<file path="config.mk">
export PLATFORM = sky130hd
export DESIGN_NAME = dram_bridge_top
export DESIGN_NICKNAME = d
export VERILOG_FILES = /design/src/common/noc_pkg.sv /design/src/common/mem_pkg.sv /design/src/dram_bridge_top.sv /design/src/noc_endpoint.sv /design/src/bridge/bridge_core.sv /design/src/bridge/return_tracker.sv /design/src/bridge/dram_hash.sv /design/src/bridge_cfg.sv
export VERILOG_INCLUDE_DIRS = /design/src /design/src/common
export SDC_FILE = /design/constraint.sdc
export NUM_CORES = 1
export LEC_CHECK = 0
export BUFFER_PORTS_ARGS = -buffer_cell sky130_fd_sc_hd__buf_4
export CORE_ASPECT_RATIO = 1.1
export CORE_MARGIN = 3
export CORE_UTILIZATION = 53
export DETAILED_ROUTE_END_ITERATION = 12
export PLACE_DENSITY = 0.87
export SLEW_MARGIN = 0
export SYNTH_ARGS = -nofsm -noshare
export SYNTH_HDL_FRONTEND = slang
export SYNTH_SLANG_ARGS = --single-unit
</file>
<file path="constraint.sdc">
create_clock -name clk_i -period 5.8 [get_ports clk_i]
set_clock_uncertainty 0.05 [all_clocks]
set_input_delay 1.16 -clock clk_i [delete_from_list [all_inputs] [get_ports clk_i]]
set_output_delay 1.16 -clock clk_i [all_outputs]
set_load 0.03 [all_outputs]
</file>
<file path="src/common/bridge_settings.svh">
`ifndef BRIDGE_SETTINGS_SVH
`define BRIDGE_SETTINGS_SVH

// processor side
`define PADDR_W 32
`define TAG_W 4

// network words and coordinates
`define DATA_W 32
`define NOC_ADDR_W 28
`define NOC_X_W 7
`define NOC_Y_W 7
`define REG_ID_W 5

// pod geometry
`define POD_X_W 3
`define POD_Y_W 3
`define TILES_X 4
`define TILES_Y 8
`define BLOCK_WORDS 8

// --------------------
// buffering and flow control
`define OUTSTANDING 8
`define NOC_CREDITS 4
`define NOC_FIFO_ELS 2

`endif
</file>
<file path="src/common/noc_pkg.sv">
`include "bridge_settings.svh"

package noc_pkg;

  // remote opcodes issued toward the dram caches
  typedef enum logic [1:0] {
    e_remote_load = 2'b00,
    e_remote_sw   = 2'b01
  } noc_op_e;

  // --------------------
  // dram address layout
  localparam int eva_x_sub_w = $clog2(`TILES_X);
  localparam int eva_bank_w  = eva_x_sub_w + 1;
  localparam int eva_word_w  = $clog2(`BLOCK_WORDS);
  localparam int eva_byte_w  = 2;
  localparam int eva_tag_w   = `PADDR_W - 1 - eva_bank_w - eva_word_w - eva_byte_w;

  // flag plus linear address, as seen after the offset is added
  typedef struct packed {
    logic                dram;
    logic [`PADDR_W-2:0] addr;
  } dram_eva_offset_s;

  // same word split into the fields the hash works on
  typedef struct packed {
    logic                  dram;
    logic [eva_tag_w-1:0]  tag;
    logic [eva_bank_w-1:0] bank;
    logic [eva_word_w-1:0] word;
    logic [eva_byte_w-1:0] byte_off;
  } dram_eva_hash_s;

  typedef union packed {
    dram_eva_offset_s offset;
    dram_eva_hash_s   hash;
  } dram_eva_u;

endpackage

</file>
<file path="src/common/mem_pkg.sv">
package mem_pkg;

  // message kinds on the forward and reverse channels
  // only single-word transfers are carried
  typedef enum logic [1:0] {
    e_mem_rd = 2'b00,
    e_mem_wr = 2'b01
  } mem_msg_e;

endpackage

</file>
<file path="src/dram_bridge_top.sv">
`timescale 1ns/1ps
`include "bridge_settings.svh"

module dram_bridge_top
  (
    input  logic                    clk_i,
    input  logic                    rst_n_i,
    input  mem_pkg::mem_msg_e       mem_fwd_type_i,
    input  logic [`PADDR_W-1:0]     mem_fwd_addr_i,
    input  logic [`TAG_W-1:0]       mem_fwd_tag_i,
    input  logic [`DATA_W-1:0]      mem_fwd_data_i,
    input  logic                    mem_fwd_v_i,
    output logic                    mem_fwd_ready_and_o,
    output mem_pkg::mem_msg_e       mem_rev_type_o,
    output logic [`PADDR_W-1:0]     mem_rev_addr_o,
    output logic [`TAG_W-1:0]       mem_rev_tag_o,
    output logic [`DATA_W-1:0]      mem_rev_data_o,
    output logic                    mem_rev_v_o,
    input  logic                    mem_rev_ready_and_i,
    output logic                    noc_req_v_o,
    output noc_pkg::noc_op_e        noc_req_op_o,
    output logic [`NOC_X_W-1:0]     noc_req_x_o,
    output logic [`NOC_Y_W-1:0]     noc_req_y_o,
    output logic [`NOC_ADDR_W-1:0]  noc_req_addr_o,
    output logic [`DATA_W-1:0]      noc_req_data_o,
    output logic [`NOC_X_W-1:0]     noc_req_src_x_o,
    output logic [`NOC_Y_W-1:0]     noc_req_src_y_o,
    output logic [`REG_ID_W-1:0]    noc_req_reg_id_o,
    input  logic                    noc_ret_v_i,
    input  logic [`REG_ID_W-1:0]    noc_ret_reg_id_i,
    input  logic [`DATA_W-1:0]      noc_ret_data_i,
    input  logic                    cfg_we_i,
    input  logic [1:0]              cfg_addr_i,
    input  logic [`DATA_W-1:0]      cfg_data_i
  );

  import noc_pkg::*;

  // configuration fields
  logic [`PADDR_W-2:0] cfg_offset;
  logic [`POD_X_W-1:0] cfg_pod_x;
  logic [`POD_Y_W-1:0] cfg_pod_y;
  logic [`NOC_X_W-1:0] cfg_src_x;
  logic [`NOC_Y_W-1:0] cfg_src_y;

  // core to endpoint queue
  logic                   q_ready;
  logic                   q_v;
  noc_op_e                q_op;
  logic [`NOC_X_W-1:0]    q_x;
  logic [`NOC_Y_W-1:0]    q_y;
  logic [`NOC_ADDR_W-1:0] q_addr;
  logic [`DATA_W-1:0]     q_data;
  logic [`NOC_X_W-1:0]    q_src_x;
  logic [`NOC_Y_W-1:0]    q_src_y;
  logic [`REG_ID_W-1:0]   q_reg_id;

  // endpoint to core returns
  logic                 ret_v;
  logic [`REG_ID_W-1:0] ret_reg_id;
  logic [`DATA_W-1:0]   ret_data;

  bridge_cfg cfg
    (
      .clk_i        (clk_i),
      .rst_n_i      (rst_n_i),
      .cfg_we_i     (cfg_we_i),
      .cfg_addr_i   (cfg_addr_i),
      .cfg_data_i   (cfg_data_i),
      .cfg_offset_o (cfg_offset),
      .cfg_pod_x_o  (cfg_pod_x),
      .cfg_pod_y_o  (cfg_pod_y),
      .cfg_src_x_o  (cfg_src_x),
      .cfg_src_y_o  (cfg_src_y)
    );

  bridge_core core
    (
      .clk_i               (clk_i),
      .rst_n_i             (rst_n_i),
      .mem_fwd_type_i      (mem_fwd_type_i),
      .mem_fwd_addr_i      (mem_fwd_addr_i),
      .mem_fwd_tag_i       (mem_fwd_tag_i),
      .mem_fwd_data_i      (mem_fwd_data_i),
      .mem_fwd_v_i         (mem_fwd_v_i),
      .mem_fwd_ready_and_o (mem_fwd_ready_and_o),
      .mem_rev_type_o      (mem_rev_type_o),
      .mem_rev_addr_o      (mem_rev_addr_o),
      .mem_rev_tag_o       (mem_rev_tag_o),
      .mem_rev_data_o      (mem_rev_data_o),
      .mem_rev_v_o         (mem_rev_v_o),
      .mem_rev_ready_and_i (mem_rev_ready_and_i),
      .cfg_offset_i        (cfg_offset),
      .cfg_pod_x_i         (cfg_pod_x),
      .cfg_pod_y_i         (cfg_pod_y),
      .cfg_src_x_i         (cfg_src_x),
      .cfg_src_y_i         (cfg_src_y),
      .q_ready_i           (q_ready),
      .ret_v_i             (ret_v),
      .ret_reg_id_i        (ret_reg_id),
      .ret_data_i          (ret_data),
      .q_v_o               (q_v),
      .q_op_o              (q_op),
      .q_x_o               (q_x),
      .q_y_o               (q_y),
      .q_addr_o            (q_addr),
      .q_data_o            (q_data),
      .q_src_x_o           (q_src_x),
      .q_src_y_o           (q_src_y),
      .q_reg_id_o          (q_reg_id)
    );

  noc_endpoint endpoint
    (
      .clk_i            (clk_i),
      .rst_n_i          (rst_n_i),
      .q_v_i            (q_v),
      .q_op_i           (q_op),
      .q_x_i            (q_x),
      .q_y_i            (q_y),
      .q_addr_i         (q_addr),
      .q_data_i         (q_data),
      .q_src_x_i        (q_src_x),
      .q_src_y_i        (q_src_y),
      .q_reg_id_i       (q_reg_id),
      .noc_ret_v_i      (noc_ret_v_i),
      .noc_ret_reg_id_i (noc_ret_reg_id_i),
      .noc_ret_data_i   (noc_ret_data_i),
      .q_ready_o        (q_ready),
      .noc_req_v_o      (noc_req_v_o),
      .noc_req_op_o     (noc_req_op_o),
      .noc_req_x_o      (noc_req_x_o),
      .noc_req_y_o      (noc_req_y_o),
      .noc_req_addr_o   (noc_req_addr_o),
      .noc_req_data_o   (noc_req_data_o),
      .noc_req_src_x_o  (noc_req_src_x_o),
      .noc_req_src_y_o  (noc_req_src_y_o),
      .noc_req_reg_id_o (noc_req_reg_id_o),
      .ret_v_o          (ret_v),
      .ret_reg_id_o     (ret_reg_id),
      .ret_data_o       (ret_data)
    );

endmodule

</file>
<file path="src/noc_endpoint.sv">
`timescale 1ns/1ps
`include "bridge_settings.svh"

module noc_endpoint
  (
    input  logic                    clk_i,
    input  logic                    rst_n_i,
    input  logic                    q_v_i,
    input  noc_pkg::noc_op_e        q_op_i,
    input  logic [`NOC_X_W-1:0]     q_x_i,
    input  logic [`NOC_Y_W-1:0]     q_y_i,
    input  logic [`NOC_ADDR_W-1:0]  q_addr_i,
    input  logic [`DATA_W-1:0]      q_data_i,
    input  logic [`NOC_X_W-1:0]     q_src_x_i,
    input  logic [`NOC_Y_W-1:0]     q_src_y_i,
    input  logic [`REG_ID_W-1:0]    q_reg_id_i,
    input  logic                    noc_ret_v_i,
    input  logic [`REG_ID_W-1:0]    noc_ret_reg_id_i,
    input  logic [`DATA_W-1:0]      noc_ret_data_i,
    output logic                    q_ready_o,
    output logic                    noc_req_v_o,
    output noc_pkg::noc_op_e        noc_req_op_o,
    output logic [`NOC_X_W-1:0]     noc_req_x_o,
    output logic [`NOC_Y_W-1:0]     noc_req_y_o,
    output logic [`NOC_ADDR_W-1:0]  noc_req_addr_o,
    output logic [`DATA_W-1:0]      noc_req_data_o,
    output logic [`NOC_X_W-1:0]     noc_req_src_x_o,
    output logic [`NOC_Y_W-1:0]     noc_req_src_y_o,
    output logic [`REG_ID_W-1:0]    noc_req_reg_id_o,
    output logic                    ret_v_o,
    output logic [`REG_ID_W-1:0]    ret_reg_id_o,
    output logic [`DATA_W-1:0]      ret_data_o
  );

  import noc_pkg::*;

  localparam int els      = `NOC_FIFO_ELS;
  localparam int ptr_w    = (els > 1) ? $clog2(els) : 1;
  localparam int cnt_w    = $clog2(els + 1);
  localparam int credit_w = $clog2(`NOC_CREDITS + 1);
  localparam int op_w     = $bits(noc_op_e);
  localparam int pkt_w    = op_w + 2 * (`NOC_X_W + `NOC_Y_W) + `NOC_ADDR_W + `DATA_W
                            + `REG_ID_W;

  logic [pkt_w-1:0]    pkt_mem [els];
  logic [pkt_w-1:0]    wr_pkt;
  logic [pkt_w-1:0]    rd_pkt;
  logic [op_w-1:0]     rd_op;
  logic [ptr_w-1:0]    wr_ptr_r;
  logic [ptr_w-1:0]    rd_ptr_r;
  logic [cnt_w-1:0]    count_r;
  logic [credit_w-1:0] credits_used_r;
  logic                enq;
  logic                send;

  function automatic logic [ptr_w-1:0] next_ptr(input logic [ptr_w-1:0] ptr);
    return (ptr == ptr_w'(els - 1)) ? '0 : ptr + 1'b1;
  endfunction

  // --------------------
  // request queue
  assign q_ready_o = (count_r != cnt_w'(els));
  assign enq       = q_v_i & q_ready_o;

  // head leaves only while a credit is left
  assign send = (count_r != '0) && (credits_used_r < credit_w'(`NOC_CREDITS));

  assign wr_pkt = {q_op_i, q_x_i, q_y_i, q_addr_i, q_data_i, q_src_x_i, q_src_y_i, q_reg_id_i};
  assign rd_pkt = pkt_mem[rd_ptr_r];

  always_ff @(posedge clk_i)
  begin
    if (enq)
      pkt_mem[wr_ptr_r] <= wr_pkt;
  end

  always_ff @(posedge clk_i or negedge rst_n_i)
  begin
    if (!rst_n_i)
    begin
      wr_ptr_r       <= '0;
      rd_ptr_r       <= '0;
      count_r        <= '0;
      credits_used_r <= '0;
    end
    else
    begin
      if (enq)
        wr_ptr_r <= next_ptr(wr_ptr_r);
      if (send)
        rd_ptr_r <= next_ptr(rd_ptr_r);
      count_r <= count_r + cnt_w'(enq) - cnt_w'(send);
      // a send and a return in one cycle cancel out
      credits_used_r <= credits_used_r + credit_w'(send) - credit_w'(noc_ret_v_i);
    end
  end

  assign noc_req_v_o = send;
  assign {rd_op, noc_req_x_o, noc_req_y_o, noc_req_addr_o, noc_req_data_o,
          noc_req_src_x_o, noc_req_src_y_o, noc_req_reg_id_o} = rd_pkt;
  assign noc_req_op_o = noc_op_e'(rd_op);

  // --------------------
  // returns go straight to the tracker
  assign ret_v_o      = noc_ret_v_i;
  assign ret_reg_id_o = noc_ret_reg_id_i;
  assign ret_data_o   = noc_ret_data_i;

endmodule

</file>
<file path="src/bridge/bridge_core.sv">
`timescale 1ns/1ps
`include "bridge_settings.svh"

module bridge_core
  (
    input  logic                    clk_i,
    input  logic                    rst_n_i,
    input  mem_pkg::mem_msg_e       mem_fwd_type_i,
    input  logic [`PADDR_W-1:0]     mem_fwd_addr_i,
    input  logic [`TAG_W-1:0]       mem_fwd_tag_i,
    input  logic [`DATA_W-1:0]      mem_fwd_data_i,
    input  logic                    mem_fwd_v_i,
    output logic                    mem_fwd_ready_and_o,
    output mem_pkg::mem_msg_e       mem_rev_type_o,
    output logic [`PADDR_W-1:0]     mem_rev_addr_o,
    output logic [`TAG_W-1:0]       mem_rev_tag_o,
    output logic [`DATA_W-1:0]      mem_rev_data_o,
    output logic                    mem_rev_v_o,
    input  logic                    mem_rev_ready_and_i,
    input  logic [`PADDR_W-2:0]     cfg_offset_i,
    input  logic [`POD_X_W-1:0]     cfg_pod_x_i,
    input  logic [`POD_Y_W-1:0]     cfg_pod_y_i,
    input  logic [`NOC_X_W-1:0]     cfg_src_x_i,
    input  logic [`NOC_Y_W-1:0]     cfg_src_y_i,
    input  logic                    q_ready_i,
    input  logic                    ret_v_i,
    input  logic [`REG_ID_W-1:0]    ret_reg_id_i,
    input  logic [`DATA_W-1:0]      ret_data_i,
    output logic                    q_v_o,
    output noc_pkg::noc_op_e        q_op_o,
    output logic [`NOC_X_W-1:0]     q_x_o,
    output logic [`NOC_Y_W-1:0]     q_y_o,
    output logic [`NOC_ADDR_W-1:0]  q_addr_o,
    output logic [`DATA_W-1:0]      q_data_o,
    output logic [`NOC_X_W-1:0]     q_src_x_o,
    output logic [`NOC_Y_W-1:0]     q_src_y_o,
    output logic [`REG_ID_W-1:0]    q_reg_id_o
  );

  import mem_pkg::*;
  import noc_pkg::*;

  localparam int id_w  = $clog2(`OUTSTANDING);
  localparam int rid_w = `REG_ID_W;

  dram_eva_u           eva;
  logic [`PADDR_W-2:0] dram_addr;
  logic                alloc_v;
  logic [id_w-1:0]     alloc_id;
  logic                rev_yumi;

  // --------------------
  // address translation
  assign dram_addr  = mem_fwd_addr_i[`PADDR_W-2:0] + cfg_offset_i;
  assign eva.offset = '{dram: 1'b1, addr: dram_addr};

  dram_hash hash
    (
      .eva_i   (eva),
      .pod_x_i (cfg_pod_x_i),
      .pod_y_i (cfg_pod_y_i),
      .x_o     (q_x_o),
      .y_o     (q_y_o),
      .epa_o   (q_addr_o)
    );

  // --------------------
  // outgoing request
  // ready needs a free id and room in the queue, never valid
  assign mem_fwd_ready_and_o = alloc_v & q_ready_i;
  assign q_v_o               = mem_fwd_v_i & mem_fwd_ready_and_o;

  assign q_op_o     = (mem_fwd_type_i == e_mem_wr) ? e_remote_sw : e_remote_load;
  assign q_data_o   = mem_fwd_data_i;
  assign q_src_x_o  = cfg_src_x_i;
  assign q_src_y_o  = cfg_src_y_i;
  assign q_reg_id_o = rid_w'(alloc_id);

  // reverse channel drains the tracker head
  assign rev_yumi = mem_rev_v_o & mem_rev_ready_and_i;

  return_tracker #(.els_p(`OUTSTANDING)) tracker
    (
      .clk_i        (clk_i),
      .rst_n_i      (rst_n_i),
      .alloc_yumi_i (q_v_o),
      .hdr_type_i   (mem_fwd_type_i),
      .hdr_addr_i   (mem_fwd_addr_i),
      .hdr_tag_i    (mem_fwd_tag_i),
      .ret_v_i      (ret_v_i),
      .ret_id_i     (ret_reg_id_i[id_w-1:0]),
      .ret_data_i   (ret_data_i),
      .deq_yumi_i   (rev_yumi),
      .alloc_v_o    (alloc_v),
      .alloc_id_o   (alloc_id),
      .deq_v_o      (mem_rev_v_o),
      .deq_type_o   (mem_rev_type_o),
      .deq_addr_o   (mem_rev_addr_o),
      .deq_tag_o    (mem_rev_tag_o),
      .deq_data_o   (mem_rev_data_o)
    );

endmodule

</file>
<file path="src/bridge/return_tracker.sv">
`timescale 1ns/1ps
`include "bridge_settings.svh"

module return_tracker
  #(
    parameter int els_p = `OUTSTANDING,
    localparam int id_w = $clog2(els_p)
  )
  (
    input  logic                 clk_i,
    input  logic                 rst_n_i,
    input  logic                 alloc_yumi_i,
    input  mem_pkg::mem_msg_e    hdr_type_i,
    input  logic [`PADDR_W-1:0]  hdr_addr_i,
    input  logic [`TAG_W-1:0]    hdr_tag_i,
    input  logic                 ret_v_i,
    input  logic [id_w-1:0]      ret_id_i,
    input  logic [`DATA_W-1:0]   ret_data_i,
    input  logic                 deq_yumi_i,
    output logic                 alloc_v_o,
    output logic [id_w-1:0]      alloc_id_o,
    output logic                 deq_v_o,
    output mem_pkg::mem_msg_e    deq_type_o,
    output logic [`PADDR_W-1:0]  deq_addr_o,
    output logic [`TAG_W-1:0]    deq_tag_o,
    output logic [`DATA_W-1:0]   deq_data_o
  );

  import mem_pkg::*;

  // busy marks an id in use, done marks a reply that has arrived
  logic [els_p-1:0] busy_r;
  logic [els_p-1:0] done_r;
  logic [id_w-1:0]  alloc_ptr_r;
  logic [id_w-1:0]  deq_ptr_r;

  mem_msg_e            type_mem [els_p];
  logic [`PADDR_W-1:0] addr_mem [els_p];
  logic [`TAG_W-1:0]   tag_mem  [els_p];
  logic [`DATA_W-1:0]  data_mem [els_p];

  function automatic logic [id_w-1:0] next_id(input logic [id_w-1:0] id);
    return (id == id_w'(els_p - 1)) ? '0 : id + 1'b1;
  endfunction

  // --------------------
  // control state
  always_ff @(posedge clk_i or negedge rst_n_i)
  begin
    if (!rst_n_i)
    begin
      busy_r      <= '0;
      done_r      <= '0;
      alloc_ptr_r <= '0;
      deq_ptr_r   <= '0;
    end
    else
    begin
      if (alloc_yumi_i)
      begin
        busy_r[alloc_ptr_r] <= 1'b1;
        alloc_ptr_r         <= next_id(alloc_ptr_r);
      end
      // ids are reserved, so a reply never hits a free entry
      if (ret_v_i)
        done_r[ret_id_i] <= 1'b1;
      if (deq_yumi_i)
      begin
        busy_r[deq_ptr_r] <= 1'b0;
        done_r[deq_ptr_r] <= 1'b0;
        deq_ptr_r         <= next_id(deq_ptr_r);
      end
    end
  end

  // --------------------
  // header and reply storage
  always_ff @(posedge clk_i)
  begin
    if (alloc_yumi_i)
    begin
      type_mem[alloc_ptr_r] <= hdr_type_i;
      addr_mem[alloc_ptr_r] <= hdr_addr_i;
      tag_mem[alloc_ptr_r]  <= hdr_tag_i;
    end
    if (ret_v_i)
      data_mem[ret_id_i] <= ret_data_i;
  end

  // the next id is free unless the tracker has wrapped onto the oldest entry
  assign alloc_v_o  = ~busy_r[alloc_ptr_r];
  assign alloc_id_o = alloc_ptr_r;

  // head waits for its own reply, later replies stay parked
  assign deq_v_o    = done_r[deq_ptr_r];
  assign deq_type_o = type_mem[deq_ptr_r];
  assign deq_addr_o = addr_mem[deq_ptr_r];
  assign deq_tag_o  = tag_mem[deq_ptr_r];
  assign deq_data_o = data_mem[deq_ptr_r];

endmodule

</file>
<file path="src/bridge/dram_hash.sv">
`timescale 1ns/1ps
`include "bridge_settings.svh"

module dram_hash
  (
    input  noc_pkg::dram_eva_u      eva_i,
    input  logic [`POD_X_W-1:0]     pod_x_i,
    input  logic [`POD_Y_W-1:0]     pod_y_i,
    output logic [`NOC_X_W-1:0]     x_o,
    output logic [`NOC_Y_W-1:0]     y_o,
    output logic [`NOC_ADDR_W-1:0]  epa_o
  );

  import noc_pkg::*;

  localparam int x_w   = `NOC_X_W;
  localparam int y_w   = `NOC_Y_W;
  localparam int epa_w = `NOC_ADDR_W;

  logic [x_w-1:0] x_base;
  logic [y_w-1:0] y_base;
  logic [y_w-1:0] y_row;

  // pod origin in tile coordinates
  // each pod spans the tile rows plus a cache row above and below
  assign x_base = x_w'(pod_x_i) * x_w'(`TILES_X);
  assign y_base = y_w'(pod_y_i) * y_w'(`TILES_Y + 2);

  // top bank bit selects the south cache row
  assign y_row = eva_i.hash.bank[eva_bank_w-1] ? y_w'(`TILES_Y + 1) : '0;

  // low bank bits pick the column inside the pod
  assign x_o = x_base + x_w'(eva_i.hash.bank[eva_x_sub_w-1:0]);
  assign y_o = y_base + y_row;

  // word address inside the bank, block tag above the word index
  assign epa_o = epa_w'({eva_i.hash.tag, eva_i.hash.word});

endmodule

</file>
<file path="src/bridge_cfg.sv">
`timescale 1ns/1ps
`include "bridge_settings.svh"

module bridge_cfg
  (
    input  logic                 clk_i,
    input  logic                 rst_n_i,
    input  logic                 cfg_we_i,
    input  logic [1:0]           cfg_addr_i,
    input  logic [`DATA_W-1:0]   cfg_data_i,
    output logic [`PADDR_W-2:0]  cfg_offset_o,
    output logic [`POD_X_W-1:0]  cfg_pod_x_o,
    output logic [`POD_Y_W-1:0]  cfg_pod_y_o,
    output logic [`NOC_X_W-1:0]  cfg_src_x_o,
    output logic [`NOC_Y_W-1:0]  cfg_src_y_o
  );

  logic [`PADDR_W-2:0]          offset_r;
  logic [`POD_X_W+`POD_Y_W-1:0] pod_r;
  logic [`NOC_X_W+`NOC_Y_W-1:0] src_r;

  // software write port, address 3 is unused
  always_ff @(posedge clk_i or negedge rst_n_i)
  begin
    if (!rst_n_i)
    begin
      offset_r <= '0;
      pod_r    <= '0;
      src_r    <= '0;
    end
    else if (cfg_we_i)
    begin
      case (cfg_addr_i)
        2'd0: offset_r <= cfg_data_i[`PADDR_W-2:0];
        2'd1: pod_r    <= cfg_data_i[`POD_X_W+`POD_Y_W-1:0];
        2'd2: src_r    <= cfg_data_i[`NOC_X_W+`NOC_Y_W-1:0];
        default: ;
      endcase
    end
  end

  assign cfg_offset_o = offset_r;

  // y sits in the low bits, x above it
  assign cfg_pod_y_o = pod_r[`POD_Y_W-1:0];
  assign cfg_pod_x_o = pod_r[`POD_Y_W+:`POD_X_W];
  assign cfg_src_y_o = src_r[`NOC_Y_W-1:0];
  assign cfg_src_x_o = src_r[`NOC_Y_W+:`NOC_X_W];

endmodule

</file>
* Yosys cells after proc, flatten, opt, wreduce, memory -nomap -nowiden
Memory sizes are Yosys's and may differ from the RTL's.
Index checks and enable logic that the tools add are counted.
Widths: inputs -> output; s select.
** Word-level totals
- Register bits :: 80
- Bits in writable memories :: 738
- Bits of input ports :: 147
- Output and inout bits :: 168
- Logic and storage cells :: 86
- Memories kept :: 5
** Memories
- core.tracker.addr_mem :: words 8, bits a word 32, read ports 1, clocked after Yosys merged registers in 0, write ports 1, RTL line return_tracker.sv:38 : logic [`PADDR_W-1:0] addr_mem [els_p];
- core.tracker.data_mem :: words 8, bits a word 32, read ports 1, clocked after Yosys merged registers in 0, write ports 1, RTL line return_tracker.sv:40 : logic [`DATA_W-1:0] data_mem [els_p];
- endpoint.pkt_mem :: words 2, bits a word 89, read ports 1, clocked after Yosys merged registers in 0, write ports 1, RTL line noc_endpoint.sv:45 : logic [pkt_w-1:0] pkt_mem [els];
- core.tracker.tag_mem :: words 8, bits a word 4, read ports 1, clocked after Yosys merged registers in 0, write ports 1, RTL line return_tracker.sv:39 : logic [`TAG_W-1:0] tag_mem [els_p];
- core.tracker.type_mem :: words 8, bits a word 2, read ports 1, clocked after Yosys merged registers in 0, write ports 1, RTL line return_tracker.sv:37 : mem_msg_e type_mem [els_p];
** Cells by class
- Add/subtract/negate cells :: 11
- $mul :: 1
- Magnitude comparators :: 7
- Equal/unequal tests :: 6
- Multiplexer cells :: 26
- Bitwise operators :: 10
- Reduce and logical (&&, ||, !) cells :: 9
** Operators with widths (number)
- $mux 8 :: 4
- $add 31x31->31 :: 1
- $and 8x8->8 :: 2
- $or 8x8->8 :: 2
- $mux 1 :: 14
- $lt 3x4->1 const B :: 3
- $demux 1 s3 :: 3
- $ge 3x1->1 const B :: 3
- $not 8->8 :: 1
- $add 7x4->7 :: 1
- $add 3x1->3 const B :: 2
- $add 5x2->6 :: 1
- $bmux 1 s3 :: 2
- $eq 3x3->1 const B :: 2
- $mul 3x3->6 const B :: 1
- $mux 3 :: 2
- $reduce_and 2->1 :: 3
- $and 1x1->1 :: 4
- $eq 2x1->1 const B :: 2
- $logic_and 1x1->1 :: 4
- $mux 4 :: 1
- $add 3x1->3 :: 1
- $lt 3x3->1 const B :: 1
- $sub 3x1->3 :: 1
- other kinds (8) :: 9

* Depth between registers and ports, before layout
Gate-level depths: netlist of run 1.
- Depth after elaboration :: 8
- Mapped depth :: 10
- Gate-level depth less buffers :: 8

* By module
From an unflattened synthesis of run 1, not the netlist that was laid out.
** Unflattened totals
- Cells, all modules :: 1954
- Area total of the unflattened synthesis :: 34722.1 µm²
** Modules (own cells, without submodules)
- return_tracker :: instances 1, cells each 1098, area each 22412.7 µm², sequential area each 17366.7 µm²
- noc_endpoint :: instances 1, cells each 368, area each 7712.4 µm², sequential area each 5880.6 µm²
- bridge_core :: instances 1, cells each 332, area each 2282.2 µm², sequential area each 0.0 µm²
- bridge_cfg :: instances 1, cells each 109, area each 1935.6 µm², sequential area each 1276.2 µm²
- dram_hash :: instances 1, cells each 47, area each 379.1 µm², sequential area each 0.0 µm²

* Worst setup path after synthesis of run 1
OpenSTA, ideal clock, no wires.
- Path type :: flip-flop to flip-flop
- Start point :: register core.tracker.alloc_ptr_r[2], in the netlist core.tracker.alloc_id_o[2]
- End point :: memory endpoint.pkt_mem[0][0] in the netlist's numbering, enable pin
- Library setup time :: 0.535 ns
- Data arrival time :: 5.369 ns
- Required time :: 5.215 ns
- Setup slack :: -0.154 ns
- Cell stages (with the launch flop) :: 7
- Path buffers :: 2
- Clock period less this slack :: 5.954 ns
- Cells stage by stage :: dfrtp_1 > buf_6 > o32ai_1 > nor4_4 > nand2_2 > buf_4 > nor2_1
** Between the ends
- Cells in the longest elaborated chain, start to end :: 8
** Ends and longest elaborated chain
- from (decl) :: RTL line return_tracker.sv:34 : logic [id_w-1:0] alloc_ptr_r;
- from (signal assigned) :: RTL line return_tracker.sv:62 : alloc_ptr_r <= next_id(alloc_ptr_r);
- $bmux 1 s3 :: RTL line return_tracker.sv:91 : assign alloc_v_o = ~busy_r[alloc_ptr_r];
- $mux 1 (implied by the code) :: RTL line return_tracker.sv:91
- $not 1->1 :: RTL line return_tracker.sv:91
- $and 1x1->1 :: RTL line bridge_core.sv:70 : assign mem_fwd_ready_and_o = alloc_v & q_ready_i;
- via mem_fwd_ready_and_o :: RTL line dram_bridge_top.sv:13 : output logic mem_fwd_ready_and_o,
- $and 1x1->1 :: RTL line bridge_core.sv:71 : assign q_v_o = mem_fwd_v_i & mem_fwd_ready_and_o;
- $and 1x1->1 :: RTL line noc_endpoint.sv:63 : assign enq = q_v_i & q_ready_o;
- $mux 1 :: RTL line noc_endpoint.sv:73 : if (enq)
- $mux 1 (implied by the code) :: RTL line noc_endpoint.sv:74 : pkt_mem[wr_ptr_r] <= wr_pkt;
- to (decl) :: RTL line noc_endpoint.sv:45
The timed path passes the listed nets, and every way through them passes these cells. The select of a mux whose other input is x is not followed.

* Worst setup path in the final report of run 1
- Start point :: register core.tracker.deq_ptr_r[0]
- End point :: output mem_rev_data_o[30]
** Between the ends
- Cells in the longest elaborated chain, start to end :: 1
** Ends and longest elaborated chain
- from (decl) :: RTL line return_tracker.sv:35 : logic [id_w-1:0] deq_ptr_r;
- from (signal assigned) :: RTL line return_tracker.sv:71 : deq_ptr_r <= next_id(deq_ptr_r);
- $mem_v2 8x32
- to (decl) :: RTL line dram_bridge_top.sv:17 : output logic [`DATA_W-1:0] mem_rev_data_o,
Every way passes these cells.

==> out/summary.md, run 1 <==
## Worst setup path
- top fanout value on the critical path: 63
- data arrival time at the worst-slack endpoint: 3260 ps
- length in cells of the worst reg-to-reg path: 6
- delay of the slowest cell on the worst path: 910 ps
- master of the slowest instance on the critical path: sky130_fd_sc_hd__and3_4
- worst reg-to-reg setup slack: 2130 ps
- data required time at the worst endpoint: 4590 ps
- cell with the most instances on the worst path: sky130_fd_sc_hd__buf_4
- capture instance of the worst register-to-register path: core.tracker.addr_mem[5][28]$_DFFE_PP_
- critical-path cell list: inv_1 -> and3_4 -> buf_4 -> a22oi_1 -> nand4_1 -> buf_4
- launching element type of the critical path: flip-flop
- critical path class: reg2out
- worst reg2reg startpoint: core.tracker.alloc_id_o[0]$_DFFE_PN0N_
- crit path capture type: output pin

## Final layout
- most frequent cells in the layout: sky130_fd_sc_hd__edfxtp_1, sky130_fd_sc_hd__buf_4, sky130_fd_sc_hd__a22oi_1, sky130_fd_sc_hd__mux2_2, sky130_fd_sc_hd__clkbuf_16
- area added between synthesis and finish: 18.6%
- most common cell after layout, fill and taps aside: sky130_fd_sc_hd__edfxtp_1
- number of nets at the end of the flow: 2,291
- post-route non-filler standard cell count: 2,922
- fraction of layout cells with a size suffix above 1: 0.296
- filler instances: 3,815

## Power
- maximum vdd drop: 0.000412 V
- power density over cell area: 532 mW/mm2
- leak pwr: 12.9 nW

## Synthesis
- number of distinct standard cells referenced by the synthesized netlist: 70
- post-synthesis cell type with the largest combined area: sky130_fd_sc_hd__edfxtp_1
- Post-synth top flop: sky130_fd_sc_hd__edfxtp_1
- mean cell area of the mapped netlist: 17.7 um2
- area share of the largest cell type after synthesis: 0.706
- top post-synthesis cells by area: sky130_fd_sc_hd__edfxtp_1, sky130_fd_sc_hd__a22oi_1, sky130_fd_sc_hd__dfrtp_1, sky130_fd_sc_hd__mux2_2, sky130_fd_sc_hd__ha_1
- instance count of the mapped netlist: 1,773
- total standard cell area after synthesis: 0.0313 mm2
- post-synthesis sequential element count: 816
- number of enable flip-flop cells after synthesis: 736
- post-synthesis sequential area ratio: 0.770
- number of synthesis warnings: 0
- proportion of synthesized flip-flops having asynchronous set or reset: 0.0980

## Clock network
- post-cts repair resize count: 0
- CTS clk-pin slew, worst paths: 60 ps
- clock root buffer: sky130_fd_sc_hd__clkbuf_16
- Clk Latency, worst-skew pair: 600 ps
- Num Clock Sinks: 816
- CTS tree: built
- cts hold-fix bufs: 0
- CTS Buffer Depth: 3
- number of CTS-inserted buffers: 78
- number of H-tree branching levels: 3
- number of setup buffers added after CTS: 0

## Min path
- Worst Hold Path Cells: 0
- terminating pin of the worst hold path: endpoint.pkt_mem[0][8]$_DFFE_PP_
- Hold/Removal Path Class: reg2reg
- critical hold path startpoint: cfg.src_r[5]$_DFFE_PN0P_

## Detailed routing
- number of iterations in the first detailed-routing pass: 5
- initial DRC count: 1,815
- Routed WL: 76,800 um
- count of vias placed by the detailed router: 18,200
- post-route ant nets: 0
- number of remaining DRC errors: 0
- vias per cell: 6.22
- per-cell routed wire length: 26.3 um

## STA
- fraction of the cycle the final worst path needs: 0.770
- tightest slew margin relative to the limit: 0.236
- setup total negative slack: 0 ps
- Worst-Margin Slew: 1150 ps
- count of final hold-check violations: 0
- final setup violation count: 0
- final critical delay including setup and external delays: 4470 ps
- achievable frequency: 224 MHz
- RSZ-0062 raised after global routing: no
- Pins Over Slew Limit: 0

## GRT
- largest net degree at the start of global routing: 89
- antenna violations before repair: 3
- first-pass GRT wire length: 114,000 um
- number of global-route vias before repair: 19,000
- leftover overflow at the end of global routing: 0
- global-route total usage across every layer: 0.244

## Die
- vertical extent of the die: 261 um
- overall die area: 0.0620 mm2
- core area: 0.0579 mm2
- Die Span X: 238 um
- number of placement rows: 92
- initial core utilization: 0.541
- Ports: 315

## Outcome
- status: finished clean

## Placed design
- placed insts: 2,773
- placer congestion estimate: 0.877
- post-detailed-placement half-perimeter wirelength: 44,600 um
- IO Port Bufs: 304

## Job
- max-cap viol count: 0

[power by group]
group,internal (mW),switching (mW)
Combinational,2.42,4.54
Clock,2.84,2.09
Sequential,7.42,0.441
Total,12.7,7.07
[routing by layer]
layer / share of wire / GRT usage / up-vias
li1: - / - / 7866
met1: 0.37 / 0.307 / 9168
met2: 0.50 / 0.412 / 989
met3: 0.10 / 0.0618 / 142
met4: 0.026 / 0.0942 / 2
met5: 0.00017 / 0 / -
[worst max-delay path: cells and delay by family (launching register included)]
| family | cells | cell delay, ps |
|---|---|---|
| AND/OR/NAND/NOR | 2 | 1080 |
| buffers and inverters | 3 | 840 |
| flip-flops | 1 | 550 |
| AO/OA/AOI/OAI | 1 | 150 |
[layout make-up]
class / count / area (um2) / area share
clock buffer: 101 / 2140 / 0.0577
inverter: 16 / 60.1 / 0.00162
timing repair buffer: 339 / 2580 / 0.0695
clock inverter: 44 / 364 / 0.00980
antenna: 4 / 10.0 / 0.000270
sequential: 816 / 24100 / 0.649
multi-input combinational: 850 / 6930 / 0.187
tap: 752 / 941 / 0.0253
[how the worst max path moves through the flow]
stage | to | start | cells after the start | slack (ps)
2_1_floorplan | endpoint.pkt_mem[0][0]$_DFFE_PP_ | core.tracker.alloc_id_o[2]$_DFFE_PN0N_ | 6 | 1340
3_5_place_dp | mem_rev_addr_o[12] | core.tracker.deq_ptr_r[2]$_DFFE_PN0P_ | 6 | 1980
6_report | mem_rev_data_o[30] | core.tracker.deq_ptr_r[0]$_DFFE_PN0P_ | 6 | 1330
3_3_place_gp | mem_rev_data_o[6] | core.tracker.deq_ptr_r[0]$_DFFE_PN0P_ | 6 | 2030
4_1_cts | mem_rev_data_o[30] | core.tracker.deq_ptr_r[0]$_DFFE_PN0P_ | 6 | 1290
5_1_grt | mem_rev_type_o[0] | core.tracker.deq_ptr_r[2]$_DFFE_PN0P_ | 6 | 1200
[Yosys cell counts (5+ instances only)]
master and n:
sky130_fd_sc_hd__xnor2_1 22, sky130_fd_sc_hd__dfrtp_1 80, sky130_fd_sc_hd__o21ai_0 13, sky130_fd_sc_hd__nor3_1 11, sky130_fd_sc_hd__nand4_1 74, sky130_fd_sc_hd__a22oi_1 282, sky130_fd_sc_hd__nor2_1 37, sky130_fd_sc_hd__nand2b_1 6
sky130_fd_sc_hd__mux2i_1 6, sky130_fd_sc_hd__xor2_1 16, sky130_fd_sc_hd__o21a_1 10, sky130_fd_sc_hd__inv_1 16, sky130_fd_sc_hd__and3_1 9, sky130_fd_sc_hd__nand3_1 12, sky130_fd_sc_hd__buf_4 8, sky130_fd_sc_hd__o21ai_1 5
sky130_fd_sc_hd__a31oi_1 5, sky130_fd_sc_hd__edfxtp_1 736, sky130_fd_sc_hd__a211oi_1 7, sky130_fd_sc_hd__buf_2 13, sky130_fd_sc_hd__a21o_1 13, sky130_fd_sc_hd__clkbuf_1 74, sky130_fd_sc_hd__a21oi_1 28, sky130_fd_sc_hd__nand2_1 29
sky130_fd_sc_hd__mux2_2 140, sky130_fd_sc_hd__ha_1 42
[through the flow]
stage | area (um2) | setup WS, ps | power (mW) | hold slack (ps) | utilization
final | 37100 | 1330 | 19.8 | 406 | 0.641
after global routing | 37100 | 1200 | 20.5 | 436 | 0.641
after CTS | 37100 | 1290 | 19.9 | 409 | 0.641
after detailed placement | 34600 | 1980 | 14.9 | 410 | 0.598
after global placement | 34600 | 2030 | 14.8 | 393 | 0.598
after floorplan | 31300 | 1340 | 12.2 | 387 | -
[state kept, by name (all words and copies together), names as in the netlist, 6 cells and up]
| signal | cells |
|---|---|
| cfg.cfg_offset_o | 31 |
| cfg.pod_r | 6 |
| cfg.src_r | 14 |
| core.tracker.addr_mem | 256 |
| core.tracker.busy_r | 8 |
| core.tracker.data_mem | 256 |
| core.tracker.done_r | 8 |
| core.tracker.tag_mem | 32 |
| core.tracker.type_mem | 16 |
| endpoint.pkt_mem | 176 |
[cell families (layout without fill, tap and decap cells)]
kind of cell             count (synthesis)  count (layout)  synth area share
flip-flops                             816             816             0.770
AO/OA/AOI/OAI                          398             398            0.0942
AND/OR/NAND/NOR                        217             217            0.0402
multiplexers                           147             147            0.0526
buffers and inverters                  113             500            0.0153
adder cells (fa/ha/maj)                 43              43            0.0174
XOR/XNOR                                38              38            0.0106
other                                    1              11          0.000120
Note: power is estimated with default switching activity, not from simulation.
==> run 2: changes to the inputs <==
--- a/config.mk
+++ b/config.mk
@@ -6,12 +6,13 @@
 export SDC_FILE = /design/constraint.sdc
 export NUM_CORES = 1
 export LEC_CHECK = 0
+export ABC_AREA = 1
 export BUFFER_PORTS_ARGS = -buffer_cell sky130_fd_sc_hd__buf_4
 export CORE_ASPECT_RATIO = 1.1
 export CORE_MARGIN = 3
-export CORE_UTILIZATION = 53
+export CORE_UTILIZATION = 54
 export DETAILED_ROUTE_END_ITERATION = 12
-export PLACE_DENSITY = 0.87
+export PLACE_DENSITY = 0.85
 export SLEW_MARGIN = 0
 export SYNTH_ARGS = -nofsm -noshare
 export SYNTH_HDL_FRONTEND = slang
==> constraint.sdc (replaced) <==
create_clock -name clk_i -period 4.4 [get_ports clk_i]
set_clock_uncertainty 0.05 [all_clocks]
set_input_delay 0.88 -clock clk_i [delete_from_list [all_inputs] [get_ports clk_i]]
set_output_delay 0.88 -clock clk_i [all_outputs]
set_load 0.03 [all_outputs]
==> out/summary.md, run 2 <==
## GRT
- global-route total usage across every layer: 0.262, +0.0178
- leftover overflow at the end of global routing: 0, unchanged
- antenna violations before repair: 4, +1
- first-pass GRT wire length: 125,000 um, +9.9%
- number of global-route vias before repair: 21,600, +14%
- largest net degree at the start of global routing: 90, +1.1%

## Final layout
- post-route non-filler standard cell count: 3,772, +29%
- most frequent cells in the layout: sky130_fd_sc_hd__nand2_1, sky130_fd_sc_hd__edfxtp_1, sky130_fd_sc_hd__buf_4, sky130_fd_sc_hd__inv_1, sky130_fd_sc_hd__nor2_1
- area added between synthesis and finish: 17.5%
- Finished Core Util: 0.647, +0.00595
- number of nets at the end of the flow: 3,136, +37%
- fraction of layout cells with a size suffix above 1: 0.166, -0.130
- largest registers: core.tracker.addr_mem: 256 flops, core.tracker.data_mem: 256 flops, endpoint.pkt_mem: 176 flops
- most common cell after layout, fill and taps aside: sky130_fd_sc_hd__nand2_1

## Synthesis
- area share of the largest cell type after synthesis: 0.677, -0.0285
- number of enable flip-flop cells after synthesis: 736, unchanged
- number of distinct standard cells referenced by the synthesized netlist: 39, -44%
- post-synthesis sequential element count: 816, unchanged
- post-synthesis sequential area ratio: 0.739, -0.0310
- mean cell area of the mapped netlist: 12.5 um2, -29%
- number of synthesis warnings: 0, unchanged
- Post-synth top flop: sky130_fd_sc_hd__edfxtp_1
- proportion of synthesized flip-flops having asynchronous set or reset: 0.0980, unchanged
- post-synthesis cell type with the largest combined area: sky130_fd_sc_hd__edfxtp_1
- total standard cell area after synthesis: 0.0326 mm2, +4.2%
- top post-synthesis cells by area: sky130_fd_sc_hd__edfxtp_1, sky130_fd_sc_hd__nand2_1, sky130_fd_sc_hd__dfrtp_1, sky130_fd_sc_hd__inv_1, sky130_fd_sc_hd__nor2_1
- cell with the most instances after synthesis: sky130_fd_sc_hd__nand2_1
- instance count of the mapped netlist: 2,613, +47%
- commonest cells in the netlist: sky130_fd_sc_hd__nand2_1, sky130_fd_sc_hd__edfxtp_1, sky130_fd_sc_hd__inv_1

## Power
- maximum vdd drop: 0.000544 V, +32%
- leak pwr: 15.4 nW, +19%
- power density over cell area: 660 mW/mm2, +24%

## Clock network
- Clk Latency, worst-skew pair: 640 ps, +40 ps
- number of CTS-inserted buffers: 79, +1.3%
- number of setup buffers added after CTS: 0, unchanged
- CTS clk-pin slew, worst paths: 60 ps, about the same
- post-cts repair resize count: 0, unchanged
- Num Clock Sinks: 816, unchanged
- clock root buffer: sky130_fd_sc_hd__clkbuf_16
- cts hold-fix bufs: 0, unchanged
- number of H-tree branching levels: 3, unchanged
- CTS Buffer Depth: 3, unchanged
- CTS tree: built

## Detailed routing
- count of vias placed by the detailed router: 21,600, +19%
- number of remaining DRC errors: 0, unchanged
- number of iterations in the first detailed-routing pass: 6, +1
- vias per cell: 5.73, -7.8%
- initial DRC count: 2,186, +20%
- per-cell routed wire length: 22.3 um, -15%
- post-route ant nets: 0, unchanged
- Routed WL: 84,300 um, +9.7%

## Die
- number of placement rows: 93, +1.1%
- Ports: 315, unchanged
- initial core utilization: 0.551, +0.0101
- core area: 0.0592 mm2, +2.3%
- vertical extent of the die: 264 um, +1.1%
- Die Span X: 240 um, +1.1%
- overall die area: 0.0634 mm2, +2.2%

## Worst setup path
- critical-path cell list: nand3_2 -> inv_2 -> buf_12 -> a211oi_1 -> nand3_1 -> buf_4
- length in cells of the worst reg-to-reg path: 7, +1
- launching element type of the critical path: flip-flop
- top fanout value on the critical path: 31, -51%
- capture instance of the worst register-to-register path: core.tracker.addr_mem[5][20]$_DFFE_PP_
- critical path class: reg2out
- data arrival time at the worst-slack endpoint: 3330 ps, +70 ps
- crit path capture type: output pin
- delay of the slowest cell on the worst path: 770 ps, -140 ps
- worst reg-to-reg setup slack: 1510 ps, -620 ps
- data required time at the worst endpoint: 3470 ps, -1120 ps
- master of the slowest instance on the critical path: sky130_fd_sc_hd__dfrtp_1
- worst reg2reg startpoint: core.tracker.alloc_id_o[0]$_DFFE_PN0N_

## STA
- setup total negative slack: 0 ps, unchanged
- tightest slew margin relative to the limit: 0.259, +0.0233
- Pins Over Slew Limit: 0, unchanged
- final setup violation count: 0, unchanged
- count of final hold-check violations: 0, unchanged
- final critical delay including setup and external delays: 4260 ps
- Worst-Margin Slew: 1110 ps, -36.5 ps
- achievable frequency: 235 MHz
- fraction of the cycle the final worst path needs: 0.968
- RSZ-0062 raised after global routing: no

## Placed design
- post-detailed-placement half-perimeter wirelength: 53,700 um, +20%
- IO Port Bufs: 304, unchanged
- placed insts: 3,625, +31%
- placer congestion estimate: 0.954, +8.8%

## Outcome
- status: finished clean

## Min path
- Hold/Removal Path Class: in2async

## Job
- max-cap viol count: 0, unchanged

run 2: cell families after synthesis:
family          synth area share
compound gates            0.0516
xor+xnor                 0.00590
fa+ha+maj                 0.0167
buf+inv                   0.0411
flops                      0.739
mux                      0.00587
other cells             0.000115
simple gates               0.140
run 2: where the power goes:
group          internal [mW]  switching, mW  total (mW)  leakage [nW]
clock network           3.55           2.86        6.40          1.19
registers               9.60          0.371        9.97          7.63
logic                   2.71           6.22        8.93          6.59
total                   15.9           9.44        25.3          15.4
run 2: per-layer routing:
| layer | GRT usage | vias to the layer above | wire length (um) |
|---|---|---|---|
| met1 | 0.331 | 10600 | 31200 |
| met2 | 0.439 | 1106 | 42200 |
| met4 | 0.119 | 2 | 3280 |
| li1 | - | 9708 | - |
| met3 | 0.0537 | 217 | 7630 |
| met5 | 0 | - | 13 |
run 2: worst max path at each step:
stage,slack (ps),cells after the start,end,start
2_1_floorplan,-1230,3,endpoint.pkt_mem[0][0]$_DFFE_PP_,mem_fwd_v_i
3_3_place_gp,850,8,mem_rev_addr_o[25],core.tracker.deq_ptr_r[0]$_DFFE_PN0P_
3_5_place_dp,730,8,mem_rev_tag_o[1],core.tracker.deq_ptr_r[0]$_DFFE_PN0P_
4_1_cts,30,8,mem_rev_tag_o[1],core.tracker.deq_ptr_r[0]$_DFFE_PN0P_
5_1_grt,30,7,mem_rev_type_o[0],core.tracker.deq_ptr_r[0]$_DFFE_PN0P_
6_report,140,6,mem_rev_addr_o[28],core.tracker.deq_ptr_r[0]$_DFFE_PN0P_
run 2: final cells by class:
type	count	area (um2)
multi-input cells	1478	7310
well taps	760	951
fillers	3985	20900
clock inverters	46	362
inverters	230	871
flip-flops and latches	816	24100
clock buffers	98	2070
diodes	3	7.51
repair buffers	341	2660
run 2: worst max-delay path, delay by kind of cell (launching register included):
kind,cells,cell delay (ps)
buffers and inverters,3,1130
DFF,1,770
and+or+nand+nor,2,620
AOI/OAI and AO/OA,1,130
run 2: stage by stage:
step | setup slack, ps | power [mW] | hold WS [ps] | cell area (um2)
3_3_place_gp | 845 | 18.7 | 400 | 35900
4_1_cts | 33.0 | 25.4 | 273 | 38300
2_1_floorplan | -1230 | 15.5 | 392 | 32700
6_report | 139 | 25.3 | 273 | 38300
5_1_grt | 34.8 | 26.3 | 315 | 38300
3_5_place_dp | 730 | 19.0 | 412 | 35900
==> run 3: changes to the inputs <==
--- a/config.mk
+++ b/config.mk
@@ -10,9 +10,9 @@
 export BUFFER_PORTS_ARGS = -buffer_cell sky130_fd_sc_hd__buf_4
 export CORE_ASPECT_RATIO = 1.1
 export CORE_MARGIN = 3
-export CORE_UTILIZATION = 54
+export CORE_UTILIZATION = 35
 export DETAILED_ROUTE_END_ITERATION = 12
-export PLACE_DENSITY = 0.85
+export PLACE_DENSITY = 0.63
 export SLEW_MARGIN = 0
 export SYNTH_ARGS = -nofsm -noshare
 export SYNTH_HDL_FRONTEND = slang
==> out/summary.md, run 3 (synthesized netlist as in run 2, its figures left out) <==
## GRT
- number of global-route vias before repair: 19,600, -9.2%
- leftover overflow at the end of global routing: 0, unchanged
- global-route total usage across every layer: 0.174, -0.0883
- first-pass GRT wire length: 126,000 um, +1.2%
- largest net degree at the start of global routing: 90, unchanged
- antenna violations before repair: 5, +1

## Die
- initial core utilization: 0.356, -0.195
- vertical extent of the die: 326 um, +24%
- number of placement rows: 116, +25%
- overall die area: 0.0969 mm2, +53%
- Die Span X: 297 um, +24%
- core area: 0.0917 mm2, +55%
- Ports: 315, unchanged

## Worst setup path
- critical path class: reg2out
- critical path buffer and inverter count: 3, unchanged
- data arrival time at the worst-slack endpoint: 3120 ps, -210 ps
- launching element type of the critical path: flip-flop
- crit path capture type: output pin
- delay of the slowest cell on the worst path: 740 ps, -30 ps
- crit-path leading delay family: buffers and inverters
- top fanout value on the critical path: 21, -32%
- data required time at the worst endpoint: 3470 ps, about the same
- critical-path cell list: nand3_2 -> inv_2 -> buf_4 -> nand2_1 -> nand2_1 -> nor2_1 -> nand4_1 -> buf_4
- master of the slowest instance on the critical path: sky130_fd_sc_hd__dfrtp_1

## Outcome
- status: finished clean

## Clock network
- CTS clk-pin slew, worst paths: 60 ps, about the same
- number of setup buffers added after CTS: 0, unchanged
- cts hold-fix bufs: 0, unchanged
- clock root buffer: sky130_fd_sc_hd__clkbuf_16
- post-cts repair resize count: 0, unchanged
- number of CTS-inserted buffers: 85, +7.6%
- Clk Latency, worst-skew pair: 620 ps, -20 ps
- Num Clock Sinks: 816, unchanged
- number of H-tree branching levels: 3, unchanged
- CTS Buffer Depth: 3, unchanged
- CTS tree: built

## Detailed routing
- count of vias placed by the detailed router: 20,400, -5.6%
- initial DRC count: 1,537, -30%
- Routed WL: 86,000 um, +2.1%
- vias per cell: 4.76, -17%
- post-route ant nets: 0, unchanged
- number of remaining DRC errors: 0, unchanged
- number of iterations in the first detailed-routing pass: 5, -1
- per-cell routed wire length: 20.1 um, -10%

## Job
- max-cap viol count: 0, unchanged

## Final layout
- filler instances: 8,471, +110%
- most frequent cells in the layout: sky130_fd_sc_hd__nand2_1, sky130_fd_sc_hd__edfxtp_1, sky130_fd_sc_hd__buf_4, sky130_fd_sc_hd__inv_1, sky130_fd_sc_hd__nor2_1
- most common cell after layout, fill and taps aside: sky130_fd_sc_hd__nand2_1
- Finished Core Util: 0.430, -0.217
- post-route non-filler standard cell count: 4,282, +14%
- fraction of layout cells with a size suffix above 1: 0.178, +0.0122
- number of nets at the end of the flow: 3,156, +0.64%
- largest registers: core.tracker.addr_mem: 256 flops, core.tracker.data_mem: 256 flops, endpoint.pkt_mem: 176 flops
- area added between synthesis and finish: 21.0%

## STA
- final critical delay including setup and external delays: 4050 ps, -212 ps
- count of final hold-check violations: 0, unchanged
- achievable frequency: 247 MHz, +5.2%
- Pins Over Slew Limit: 0, unchanged
- Worst-Margin Slew: 1070 ps, -35.1 ps
- fraction of the cycle the final worst path needs: 0.920, -0.0482
- tightest slew margin relative to the limit: 0.284, +0.0245
- RSZ-0062 raised after global routing: no
- final setup violation count: 0, unchanged

## Power
- maximum vdd drop: 0.000493 V, -9.5%
- leak pwr: 15.7 nW, +1.8%
- power density over cell area: 664 mW/mm2, +0.69%

## Placed design
- IO Port Bufs: 304, unchanged
- post-detailed-placement half-perimeter wirelength: 56,700 um, +5.6%
- placed insts: 4,118, +14%
- placer congestion estimate: 0.900, -5.6%

## Min path
- Hold/Removal Path Class: in2async

==> run 3: worst paths after layout <==
check / depth (start not counted) / endpoint / slack (ps) / start
worst max-delay path: 8 / mem_rev_data_o[28] / 350 / core.tracker.deq_ptr_r[0]$_DFFE_PN0P_
worst min-delay path: 1 / endpoint.rd_ptr_r$_DFFE_PN0P_ / 340 / rst_n_i
worst max register to register: 7 / core.tracker.addr_mem[1][27]$_DFFE_PP_ / 1490 / core.tracker.alloc_id_o[0]$_DFFE_PN0N_
worst min register to register: 0 / endpoint.pkt_mem[1][5]$_DFFE_PP_ / 410 / cfg.src_r[2]$_DFFE_PN0P_
max in group asynchronous: 2 / core.tracker.done_r[2]$_DFF_PN0_ / 3180 / rst_n_i
min in group clk_i: 1 / endpoint.pkt_mem[0][29]$_DFFE_PP_ / 380 / mem_fwd_data_i[12]
==> run 3: layout make-up <==
cell class	count	area, um2	area share
Multi-Input combinational cell	1478	7310	0.185
Antenna cell	5	12.5	0.000317
Sequential cell	816	24100	0.611
Inverter	230	868	0.0220
Clock buffer	112	2300	0.0583
Clock inverter	47	582	0.0147
Timing Repair Buffer	355	2750	0.0697
Tap cell	1239	1550	0.0393
==> run 3: worst register-to-register path: cells and delay by family (launching register included) <==
kind,cells,cell delay [ps]
simple gates,4,780
buf+inv,3,1110
flops,1,610
==> run 3: per-stage QoR <==
stage          worst slack [ps]  power, mW  instance area (um2)  hold WS (ps)  TNS, ps
6_report                    351       26.2                39500           345        0
5_1_grt                     141       27.5                39500           332        0
4_1_cts                     269       26.6                39500           313        0
3_5_place_dp                978       19.2                36600           405        0
3_3_place_gp                985       19.1                36600           396        0
2_1_floorplan             -1230       15.5                32700           392  -217080
==> run 3: routing by layer <==
metal  share of wire  global-route usage  vias to the layer above
met5         0.00015                   0                        -
met4           0.019              0.0431                        2
met3           0.063              0.0334                      110
met2            0.50               0.302                      572
met1            0.41               0.225                     9945
li1                -                   -                     9767
==> run 3: power breakdown <==
group,total [mW],switching (mW),internal (mW)
combinational,8.98,6.24,2.74
clock,7.33,3.01,4.32
sequential,9.92,0.335,9.59
total,26.2,9.59,16.6
